$ cat config.mk
export PLATFORM = sky130hd
export DESIGN_NAME = serial_exec_top
export DESIGN_NICKNAME = d
export VERILOG_FILES = /design/src/rtl/serial_pkg.sv /design/src/rtl/instr_decode.sv /design/src/rtl/imm_decode.sv /design/src/rtl/serial_regs.sv /design/src/rtl/serial_alu.sv /design/src/rtl/serial_exec_top.sv
export SDC_FILE = /design/constraint.sdc
export NUM_CORES = 1
export LEC_CHECK = 0
export BUFFER_PORTS_ARGS = -buffer_cell sky130_fd_sc_hd__clkbuf_2
export CORE_ASPECT_RATIO = 0.7
export CORE_MARGIN = 5
export CORE_UTILIZATION = 30
export DETAILED_ROUTE_END_ITERATION = 10
export GPL_ROUTABILITY_DRIVEN = 0
export SKIP_CTS_REPAIR_TIMING = 1
export SLEW_MARGIN = 20
export SYNTH_ARGS = -nofsm -noshare
export SYNTH_HDL_FRONTEND = slang
export SYNTH_HIERARCHICAL = 1
export SYNTH_SLANG_ARGS = --single-unit
$ cat constraint.sdc
create_clock -name clk -period 3.1 [get_ports clk]
set_input_delay 0.155 -clock clk [delete_from_list [all_inputs] [get_ports clk]]
set_output_delay 0.155 -clock clk [all_outputs]
set_load 0.01 [all_outputs]
$ cat src/rtl/serial_pkg.sv
`default_nettype none

package serial_pkg;

   // Word width, fixed by the ISA, so also the number of bit cycles
   localparam int XLEN = 32;

   // Major opcodes, instruction bits 6:2
   typedef enum logic [4:0] {
      OPC_LOAD   = 5'b00000,
      OPC_OPIMM  = 5'b00100,
      OPC_STORE  = 5'b01000,
      OPC_OP     = 5'b01100,
      OPC_LUI    = 5'b01101,
      OPC_BRANCH = 5'b11000
   } opcode_e;

   // Result source of the serial ALU
   typedef enum logic [1:0] {
      ALU_ADD    = 2'd0,
      ALU_SLT    = 2'd1,
      ALU_BOOL   = 2'd2,
      ALU_PASS_B = 2'd3
   } alu_sel_e;

   // Immediate layouts
   typedef enum logic [1:0] {
      FMT_I = 2'd0,
      FMT_S = 2'd1,
      FMT_B = 2'd2,
      FMT_U = 2'd3
   } imm_fmt_e;

   typedef struct packed {
      alu_sel_e   alu_sel;
      logic       alu_sub;
      logic [1:0] alu_bool_op;
      logic       cmp_eq;
      logic       cmp_signed;
      logic       cmp_invert;
      logic       op_b_imm;
      logic       rd_op;
      logic       branch_op;
      logic       slt_op;
      imm_fmt_e   imm_fmt;
   } ctrl_t;

endpackage

`default_nettype wire

$ cat src/rtl/instr_decode.sv
`default_nettype none

module instr_decode #(
   parameter bit PRE_REGISTER = 1'b1
) (
   input  wire               clk,
   input  wire               i_wb_en,
   input  wire [31:2]        i_wb_rdt,
   output serial_pkg::ctrl_t o_ctrl
);
   import serial_pkg::*;

   logic [4:0] opcode;
   logic [2:0] funct3;
   logic       imm30;

   logic       op_or_opimm;
   logic       co_slt_op;
   ctrl_t      co_ctrl;

   // OP and OP-IMM share every funct3 decode below
   assign op_or_opimm = !opcode[4] & opcode[2] & !opcode[0];
   assign co_slt_op   = op_or_opimm & (funct3[2:1] == 2'b01);

   always_comb begin
      // Subtract for sub, slt* and every branch
      co_ctrl.alu_sub     = funct3[1] | funct3[0] | (opcode[3] & imm30) | opcode[4];
      co_ctrl.alu_bool_op = funct3[1:0];

      // beq/bne compare for equality, the rest for less-than
      co_ctrl.cmp_eq      = funct3[2:1] == 2'b00;
      // Cleared for sltu, sltiu, bltu and bgeu
      co_ctrl.cmp_signed  = ~((funct3[0] & funct3[1]) | (funct3[1] & funct3[2]));
      // bne, bge, bgeu only; sltu also has funct3[0] set
      co_ctrl.cmp_invert  = opcode[4] & funct3[0];

      // OP-IMM and LUI take the immediate as operand B
      co_ctrl.op_b_imm    = !opcode[3] | opcode[0];
      // False for STORE and BRANCH
      co_ctrl.rd_op       = opcode[2];
      co_ctrl.branch_op   = opcode[4] & !opcode[2];
      co_ctrl.slt_op      = co_slt_op;

      case (opcode_e'(opcode))
         OPC_LOAD: begin
            co_ctrl.alu_sel = ALU_ADD;
            co_ctrl.imm_fmt = FMT_I;
         end
         OPC_OPIMM, OPC_OP: begin
            if (co_slt_op) begin
               co_ctrl.alu_sel = ALU_SLT;
            end else if (funct3 == 3'b000) begin
               co_ctrl.alu_sel = ALU_ADD;
            end else begin
               co_ctrl.alu_sel = ALU_BOOL;
            end
            co_ctrl.imm_fmt = FMT_I;
         end
         OPC_STORE: begin
            co_ctrl.alu_sel = ALU_ADD;
            co_ctrl.imm_fmt = FMT_S;
         end
         OPC_BRANCH: begin
            co_ctrl.alu_sel = ALU_ADD;
            co_ctrl.imm_fmt = FMT_B;
         end
         OPC_LUI: begin
            co_ctrl.alu_sel = ALU_PASS_B;
            co_ctrl.imm_fmt = FMT_U;
         end
         default: begin
            co_ctrl.alu_sel = ALU_ADD;
            co_ctrl.imm_fmt = FMT_I;
         end
      endcase
   end

   // Either way the control word is valid from the cycle after the strobe
   generate
      if (PRE_REGISTER) begin : g_pre_reg
         // Register the raw fields, decode behind them
         always_ff @(posedge clk) begin
            if (i_wb_en) begin
               opcode <= i_wb_rdt[6:2];
               funct3 <= i_wb_rdt[14:12];
               imm30  <= i_wb_rdt[30];
            end
         end

         assign o_ctrl = co_ctrl;
      end else begin : g_post_reg
         // Decode straight from the bus, register the result
         always_comb begin
            opcode = i_wb_rdt[6:2];
            funct3 = i_wb_rdt[14:12];
            imm30  = i_wb_rdt[30];
         end

         always_ff @(posedge clk) begin
            if (i_wb_en) begin
               o_ctrl <= co_ctrl;
            end
         end
      end
   endgenerate

endmodule

`default_nettype wire

$ cat src/rtl/imm_decode.sv
`default_nettype none

module imm_decode (
   input  wire                  clk,
   input  wire                  i_wb_en,
   input  wire [31:7]           i_wb_rdt,
   input  wire serial_pkg::imm_fmt_e i_fmt,
   input  wire                  i_run,
   output logic                 o_imm_bit
);
   import serial_pkg::*;

   // Instruction bits that can hold immediate data, kept at their own indices
   logic [31:7]      raw;
   logic [XLEN-1:0]  imm_word;
   logic [XLEN-1:1]  imm_sr;
   logic             run_q;
   logic             first;

   always_ff @(posedge clk) begin
      if (i_wb_en) begin
         raw <= i_wb_rdt;
      end
   end

   // Sign-extended immediate for the current format
   always_comb begin
      case (i_fmt)
         FMT_I:   imm_word = {{21{raw[31]}}, raw[30:20]};
         FMT_S:   imm_word = {{21{raw[31]}}, raw[30:25], raw[11:7]};
         FMT_B:   imm_word = {{20{raw[31]}}, raw[7], raw[30:25], raw[11:8], 1'b0};
         default: imm_word = {raw[31:12], 12'b0};
      endcase
   end

   // First run cycle, the format is settled only from here on
   assign first = i_run & !run_q;

   always_ff @(posedge clk) begin
      run_q <= i_run;
      if (first) begin
         imm_sr <= imm_word[XLEN-1:1];
      end else if (i_run) begin
         imm_sr <= {1'b0, imm_sr[XLEN-1:2]};
      end
   end

   // Bit 0 comes straight from the assembled word, the rest from the shifter
   assign o_imm_bit = first ? imm_word[0] : imm_sr[1];

   a_fmt_known: assert property (@(posedge clk) i_run |-> !$isunknown(i_fmt))
      else $error("imm_decode: immediate format unknown during bit cycles");

endmodule

`default_nettype wire

$ cat src/rtl/serial_regs.sv
`default_nettype none

module serial_regs (
   input  wire                          clk,
   input  wire                          i_rst_n,
   input  wire                          i_wb_en,
   input  wire [serial_pkg::XLEN-1:0]   i_rs1,
   input  wire [serial_pkg::XLEN-1:0]   i_rs2,
   input  wire                          i_rd_bit,
   input  wire                          i_cmp,
   input  wire serial_pkg::ctrl_t       i_ctrl,
   output logic                         o_rs1_bit,
   output logic                         o_rs2_bit,
   output logic                         o_run,
   output logic                         o_first,
   output logic                         o_last,
   output logic                         o_busy,
   output logic                         o_rd_valid,
   output logic                         o_rd_wen,
   output logic [serial_pkg::XLEN-1:0]  o_rd_data,
   output logic                         o_branch_taken
);
   import serial_pkg::*;

   localparam int CNT_W = $clog2(XLEN);

   logic [CNT_W-1:0] cnt;
   logic [XLEN-1:0]  rs1_sr;
   logic [XLEN-1:0]  rs2_sr;
   logic [XLEN-1:1]  rd_sr;
   logic             start;

   assign start   = i_wb_en & !o_busy;
   assign o_run   = o_busy;
   assign o_first = o_busy & (cnt == '0);
   assign o_last  = o_busy & (cnt == CNT_W'(XLEN - 1));

   always_ff @(posedge clk) begin
      if (!i_rst_n) begin
         o_busy         <= 1'b0;
         cnt            <= '0;
         o_rd_valid     <= 1'b0;
         o_rd_wen       <= 1'b0;
         o_branch_taken <= 1'b0;
      end else begin
         o_rd_valid <= 1'b0;
         if (start) begin
            o_busy <= 1'b1;
            cnt    <= '0;
         end else if (o_busy) begin
            cnt <= cnt + 1'b1;
            if (o_last) begin
               o_busy         <= 1'b0;
               o_rd_valid     <= 1'b1;
               o_rd_wen       <= i_ctrl.rd_op;
               o_branch_taken <= i_ctrl.branch_op & i_cmp;
            end
         end
      end
   end

   // Operands out LSB first, result in from the top
   always_ff @(posedge clk) begin
      if (start) begin
         rs1_sr <= i_rs1;
         rs2_sr <= i_rs2;
      end else if (o_busy) begin
         rs1_sr <= rs1_sr >> 1;
         rs2_sr <= rs2_sr >> 1;
         rd_sr  <= {i_rd_bit, rd_sr[XLEN-1:2]};
      end
      // SLT result is the compare flag in bit 0
      if (o_last) begin
         o_rd_data <= {i_rd_bit, rd_sr[XLEN-1:2], i_ctrl.slt_op ? i_cmp : rd_sr[1]};
      end
   end

   assign o_rs1_bit = rs1_sr[0];
   assign o_rs2_bit = rs2_sr[0];

   a_no_start_busy: assert property (@(posedge clk) disable iff (!i_rst_n)
      o_busy |-> !i_wb_en)
      else $error("serial_regs: start strobe while busy");

   a_valid_pulse: assert property (@(posedge clk) disable iff (!i_rst_n)
      o_rd_valid |=> !o_rd_valid)
      else $error("serial_regs: result valid longer than one cycle");

endmodule

`default_nettype wire

$ cat src/rtl/serial_alu.sv
`default_nettype none

module serial_alu (
   input  wire                    clk,
   input  wire serial_pkg::ctrl_t i_ctrl,
   input  wire                    i_rs1_bit,
   input  wire                    i_rs2_bit,
   input  wire                    i_imm_bit,
   input  wire                    i_run,
   input  wire                    i_first,
   input  wire                    i_last,
   output logic                   o_rd_bit,
   output logic                   o_cmp
);
   import serial_pkg::*;

   logic op_a;
   logic op_b;
   logic b_inv;
   logic carry_q;
   logic carry_in;
   logic carry_out;
   logic sum;
   logic eq_q;
   logic eq_now;
   logic bool_bit;
   logic lt;
   logic cmp_raw;

   assign op_a  = i_rs1_bit;
   assign op_b  = i_ctrl.op_b_imm ? i_imm_bit : i_rs2_bit;
   assign b_inv = op_b ^ i_ctrl.alu_sub;

   // Carry preset to 1 on bit 0 to finish the two's complement
   assign carry_in  = i_first ? i_ctrl.alu_sub : carry_q;
   assign sum       = op_a ^ b_inv ^ carry_in;
   assign carry_out = (op_a & b_inv) | (carry_in & (op_a ^ b_inv));

   // Equality accumulated over all bits so far
   assign eq_now = (i_first | eq_q) & ~(op_a ^ op_b);

   always_ff @(posedge clk) begin
      if (i_run) begin
         carry_q <= carry_out;
         eq_q    <= eq_now;
      end
   end

   always_comb begin
      case (i_ctrl.alu_bool_op)
         2'b00:   bool_bit = op_a ^ op_b;
         2'b10:   bool_bit = op_a | op_b;
         2'b11:   bool_bit = op_a & op_b;
         default: bool_bit = 1'b0;
      endcase
   end

   // Differing sign bits decide directly, else the difference sign does
   assign lt      = (op_a ^ op_b) ? (i_ctrl.cmp_signed ? op_a : op_b) : sum;
   assign cmp_raw = i_ctrl.cmp_eq ? eq_now : lt;
   assign o_cmp   = i_last & (cmp_raw ^ i_ctrl.cmp_invert);

   always_comb begin
      case (i_ctrl.alu_sel)
         ALU_ADD:    o_rd_bit = sum;
         ALU_SLT:    o_rd_bit = 1'b0;
         ALU_BOOL:   o_rd_bit = bool_bit;
         ALU_PASS_B: o_rd_bit = op_b;
         default:    o_rd_bit = 1'b0;
      endcase
   end

endmodule

`default_nettype wire

$ cat src/rtl/serial_exec_top.sv
`default_nettype none

module serial_exec_top #(
   parameter bit PRE_REGISTER = 1'b1
) (
   input  wire                          clk,
   input  wire                          i_rst_n,
   input  wire                          i_wb_en,
   input  wire [31:0]                   i_wb_rdt,
   input  wire [serial_pkg::XLEN-1:0]   i_rs1,
   input  wire [serial_pkg::XLEN-1:0]   i_rs2,
   output logic                         o_busy,
   output logic                         o_rd_valid,
   output logic                         o_rd_wen,
   output logic [serial_pkg::XLEN-1:0]  o_rd_data,
   output logic                         o_branch_taken
);
   import serial_pkg::*;

   ctrl_t ctrl;
   logic  imm_bit;
   logic  rs1_bit;
   logic  rs2_bit;
   logic  run;
   logic  first;
   logic  last;
   logic  rd_bit;
   logic  cmp;

   instr_decode #(
      .PRE_REGISTER (PRE_REGISTER)
   ) u_decode (
      .clk      (clk),
      .i_wb_en  (i_wb_en),
      .i_wb_rdt (i_wb_rdt[31:2]),
      .o_ctrl   (ctrl)
   );

   imm_decode u_immdec (
      .clk       (clk),
      .i_wb_en   (i_wb_en),
      .i_wb_rdt  (i_wb_rdt[31:7]),
      .i_fmt     (ctrl.imm_fmt),
      .i_run     (run),
      .o_imm_bit (imm_bit)
   );

   serial_regs u_regs (
      .clk            (clk),
      .i_rst_n        (i_rst_n),
      .i_wb_en        (i_wb_en),
      .i_rs1          (i_rs1),
      .i_rs2          (i_rs2),
      .i_rd_bit       (rd_bit),
      .i_cmp          (cmp),
      .i_ctrl         (ctrl),
      .o_rs1_bit      (rs1_bit),
      .o_rs2_bit      (rs2_bit),
      .o_run          (run),
      .o_first        (first),
      .o_last         (last),
      .o_busy         (o_busy),
      .o_rd_valid     (o_rd_valid),
      .o_rd_wen       (o_rd_wen),
      .o_rd_data      (o_rd_data),
      .o_branch_taken (o_branch_taken)
   );

   serial_alu u_alu (
      .clk       (clk),
      .i_ctrl    (ctrl),
      .i_rs1_bit (rs1_bit),
      .i_rs2_bit (rs2_bit),
      .i_imm_bit (imm_bit),
      .i_run     (run),
      .i_first   (first),
      .i_last    (last),
      .o_rd_bit  (rd_bit),
      .o_cmp     (cmp)
   );

endmodule

`default_nettype wire

After elaboration in Yosys (flattened, before gate mapping)
Index checks and enable logic that the tools add are counted.

Bits in registers: 204. Bits of input ports: 99. Output and inout port bits: 36. Word-level logic and storage cells: 110.

$add $sub $neg: 1. Eq/ne operators: 14. Multiplexer cells: 24. Bitwise gates (word level): 35. Reduce and logical (&&, ||, !) cells: 19.

Operators with widths (count): $mux 32 (4); $pmux 31 s3 (1); $mux 31 (2); $and 1x1->1 (18); $eq 5x4->1 const B (3); $mux 1 (11); $eq 2x2->1 const B (5); $eq 5x5->1 const B (2); $logic_not 2->1 (4); $or 1x1->1 (8); $eq 2x1->1 const B (3); $logic_not 1->1 (6); $pmux 2 s3 (1); $add 5x1->5 const B (1); $eq 5x3->1 const B (1); $logic_not 5->1 (1); $xor 1x1->1 (5); $mux 2 (2); $not 1->1 (4); $pmux 1 s4 (1); $pmux 2 s2 (1); $reduce_bool 2->1 (2); $reduce_or 2->1 (2); $logic_not 3->1 (1); other kinds (4) (4).

Depth between registers and ports, before layout
Depth after elaboration: 14. Mapped depth: 15. Gate-level depth less buffers: 13.

Cells and area by module
Netlist, hierarchy kept.

Modules (own cells, without submodules): serial_regs (instances 1, cells an instance 247, area an instance 5039.8 um^2, sequential area each 3993.8 um^2); imm_decode (instances 1, cells an instance 162, area an instance 2326.0 um^2, sequential area each 1701.6 um^2); instr_decode (instances 1, cells an instance 33, area an instance 444.2 um^2, sequential area each 270.3 um^2); serial_alu (instances 1, cells an instance 29, area an instance 266.5 um^2, sequential area each 60.1 um^2).

Worst setup path after synthesis
OpenSTA, ideal clock, no wires.

Kind: reg2reg. Start: reg u_decode.opcode[0]. End: reg u_regs/o_rd_data[0] (netlist bit) (data pin). Arrival time: 2.792 ns. Required time: 2.840 ns. Slack: 0.048 ns. Cell stages (with the launch flop): 13. Period minus slack after synthesis: 3.052 ns. Cell sequence: edfxtp_1 -> or3b_1 -> a21oi_1 -> buf_6 -> o31ai_1 -> mux2i_2 -> inv_2 -> xnor2_1 -> fa_1 -> o21ai_0 -> a2bb2oi_2 -> mux2i_1 -> mux2_2.

RTL lines: start: declaration (RTL line instr_decode.sv:13) `logic [4:0] opcode;`; start signal: assignment (RTL line instr_decode.sv:84) `opcode <= i_wb_rdt[6:2];`; end signal: assignment (RTL line serial_regs.sv:74) `o_rd_data <= {i_rd_bit, rd_sr[XLEN-1:2], i_ctrl.slt_op ? i_cmp : rd_sr[1]};`; end: declaration (RTL line serial_regs.sv:20) `output logic [serial_pkg::XLEN-1:0] o_rd_data,`.

==> metrics.md <==
| Metric | Value |
|---|---|
| Worst R2R Start | `u_decode/opcode[0]$_DFFE_PP_` |
| Worst Tran Pin Value | `slightly below 1 ns` |
| Ys flop type | `edfxtp_1` |
| I/O pin cnt | `135` |
| Drt drc | `0` |
| Async set-reset flop share out of synthesis | `0%` |
| Mapped cell area | `8080 sq um` |
| Total gr overflow | `0` |
| Finished Core Util | `40.8%` |
| Unrepaired setup endpoints after global routing | `yes` |
| Reported net switching power | `around 1400 uW` |
| Final Hold Fails | `0` |
| WL/cell | `15.4 um` |
| Root Driver | `clkbuf_16` |
| Switching part of the total | `21.7%` |
| Via count | `4654` |
| Synth Register Bits | `slightly above 200` |
| Most Frequent Cell on Critical Path | `mux2i_2` |
| Row count | `50` |
| Area delta synth->final | `34.7%` |
| CP Launch Type | `flop` |
| Status | `complete, no violations` |
| ANT cells | `0` |
| Input/output buffers | `132` |
| Int Pwr | `5130 uW` |
| Post-synth top area cell | `edfxtp_1` |
| Initial antenna violation count | `0` |
| First-pass GRT wire length | `between 20000 and 25000 um` |
| Max incr delay on CP | `0.48 ns` |
| Final WL | `16800 um` |
| Total GRT Usage | `about 10%` |
| Crit Path Category | `reg2reg` |
| Clock transition at path regs | `0.06 ns` |
| CP max FO | `3` |
| Req. time, crit path | `3.35 ns` |
| Clk Latency, worst-skew pair | `approximately 0.50 ns` |
| Sink Count | `slightly above 200` |
| Synthesis Warnings | `6` |
| Synth top area cells | `edfxtp_1 72%, mux2_1 6.6%, dfxtp_1 2.5%` |
| Largest net degree at the start of global routing | `82` |
| CTS buffer count | `22` |
| Pwr dens | `between 600 and 700 nW/um^2` |
| Commonest non-fill, non-tap cell in the layout | `edfxtp_1` |
| Longest Clk Path Bufs | `3` |
| CTS H-tree lvls | `1` |
| Critical path capture point type | `flop` |
| Vias in the first global route | `approximately 4.5k` |
| Die Ht | `around 150 um` |
| Initial core utilization | `30.3%` |
| Cells along the critical path | `or3b_1 -> a21oi_1 -> o31ai_1 -> mux2i_2 -> inv_2 -> xnor2_2 -> fa_1 -> o21ai_1 -> a2bb2oi_2 -> mux2i_2 -> mux2_2` |
| Core ar. | `26700 sq um` |
| Hold path cells | `3` |
| Setup Total Neg Slack | `0 ns` |
| Tot Pwr | `between 6000 and 7000 uW` |
| Most frequent cells in the layout | `194 x edfxtp_1, 132 x clkbuf_2, 95 x dlygate4sd3_1` |
| Slowest cell on crit path | `fa_1` |
| Crit path launch | `u_decode/opcode[0]$_DFFE_PP_` |
| Hold Path Origin | `i_wb_en` |
| Clock Skews | `0.00741 ns` |
| Fin crit share | `95.0%` |
| # setup viols final | `0` |
| EDFF count, synth | `194` |
| Drt first-iter violations | `238` |
| Post-synthesis sequential area ratio | `74.6%` |
| Gate Count Post-Synth | `around 470` |
| Final setup margin | `0.155 ns` |
| Max VDD drop | `0.000285 V` |
| Fmax | `0.340 GHz` |
| Lkg Pwr | `0.00407 uW` |
| Hold Path Class | `in2reg` |
| Syn Area/Cell | `roughly 17 sq um` |
| Top-area cell type share of the netlist area | `72.1%` |
| CTS tree | `built` |
| Tmin final | `2.95 ns` |
| Die area | `30400 sq um` |
| Die width | `206 um` |
| Logic pwr share | `approximately 8.9%` |
| Drt pass-1 iters | `4` |
| Nets | `817` |
| Synth cell types | `52` |
| Remaining antenna violation count | `0` |
| Seq pwr share | `51.5%` |
| DP Worst Slack | `0.0283 ns` |
| Clock Power Share | `roughly 40%` |
| Critical Path AT | `3.20 ns` |
| Normalized max-slew margin | `34.9%` |
| Maximum Capacitance Violations | `0` |
| Post-DP HPWL | `10000 um` |
| Final Slew Violations | `0` |
| Worst reg-to-reg path cell count | `11` |
| Layout cells sized above 1 | `between 20% and 30%` |
| Vias per Instance | `4.26` |
| Syn nets | `between 500 and 600` |
## kinds of logic (layout without fill, tap and decap cells)
| family | after synthesis | in the layout | synth area share [%] |
|---|---|---|---|
| multiplexers | 71 | 71 | 9.82 |
| XOR/XNOR | 4 | 4 | 0.434 |
| adder cells (fa/ha/maj) | 6 | 6 | 1.02 |
| flip-flops | 204 | 204 | 74.6 |
| buffers and inverters | 34 | 291 | 2.96 |
| AND/OR/NAND/NOR | 77 | 77 | 5.27 |
| AO/OA/AOI/OAI | 75 | 75 | 5.89 |
## final cells by class
type,count,area (sq um)
Clock inverter,13,126
Multi-Input combinational cell,233,1850
Fill cell,2474,15800
Tap cell,364,455
Sequential cell,204,6030
Inverter,8,30.0
Timing Repair Buffer,243,1790
Clock buffer,27,591
## synth_stat cells (6+ instances only)
library cell / n
edfxtp_1: 194
mux2_1: 47
a21oi_1: 28
nand2_1: 26
mux2_2: 16
o21ai_0: 13
o21ai_1: 11
buf_6: 10
dfxtp_1: 10
nor2_1: 10
buf_4: 8
nor2b_1: 8
inv_1: 7
mux2i_1: 7
a22o_1: 6
## worst paths after layout
path / endpoint / slack (ns)
worst max-delay path: u_regs/o_rd_data[0]$_DFFE_PP_ / 0.15
worst min-delay path: u_regs/cnt[3]$_SDFFE_PP0P_ / 0.24
worst max register to register: u_regs/o_rd_data[0]$_DFFE_PP_ / 0.15
worst min register to register: u_regs/o_rd_data[21]$_DFFE_PP_ / 0.45
## metal layers
metal,up-vias,part of all wire [%],track usage (%)
met5,-,0,0
met4,0,1.6,2.26
met3,22,7.2,4.94
met2,123,45,14.6
met1,2230,46,14.3
li1,2279,-,-
## flip-flops by register name, indices dropped and copies added, names as in the netlist, 3 cells and up
| signal | cells |
|---|---|
| u_regs/o_rd_data | 32 |
| u_regs/rs1_sr | 32 |
| u_regs/rs2_sr | 32 |
| u_immdec/imm_sr | 31 |
| u_regs/rd_sr | 31 |
| u_immdec/raw | 25 |
| u_decode/opcode | 5 |
| u_regs/cnt | 5 |
| u_decode/funct3 | 3 |
## critical path: cells and delay by family, from the launching register on
kind | cells | cell delay (ns)
AO/OA/AOI/OAI | 4 | 0.57
XOR/XNOR | 1 | 0.14
adder cells (fa/ha/maj) | 1 | 0.48
buffers and inverters | 1 | 0.07
flip-flops | 1 | 0.42
multiplexers | 3 | 0.62
AND/OR/NAND/NOR | 1 | 0.40
## power groups by stage
stage               logic [uW]  registers [uW]  clock network (uW)
floorplan                  324            3390                   0
global placement           467            3420                   0
detailed placement         476            3420                   0
CTS                        478            3370                2700
global route               646            3390                2820
finish                     580            3370                2600
## stage by stage
stage                     area [sq um]  hold WS [ns]  instances
after global placement            9180         0.334        957
final                            10900         0.240       1092
after detailed placement          9180         0.334        957
after CTS                         9890        -0.217        997
after floorplan                   8080         0.254        471
after global routing             10900         0.268       1092
Note: power is estimated with default switching activity, not from simulation.
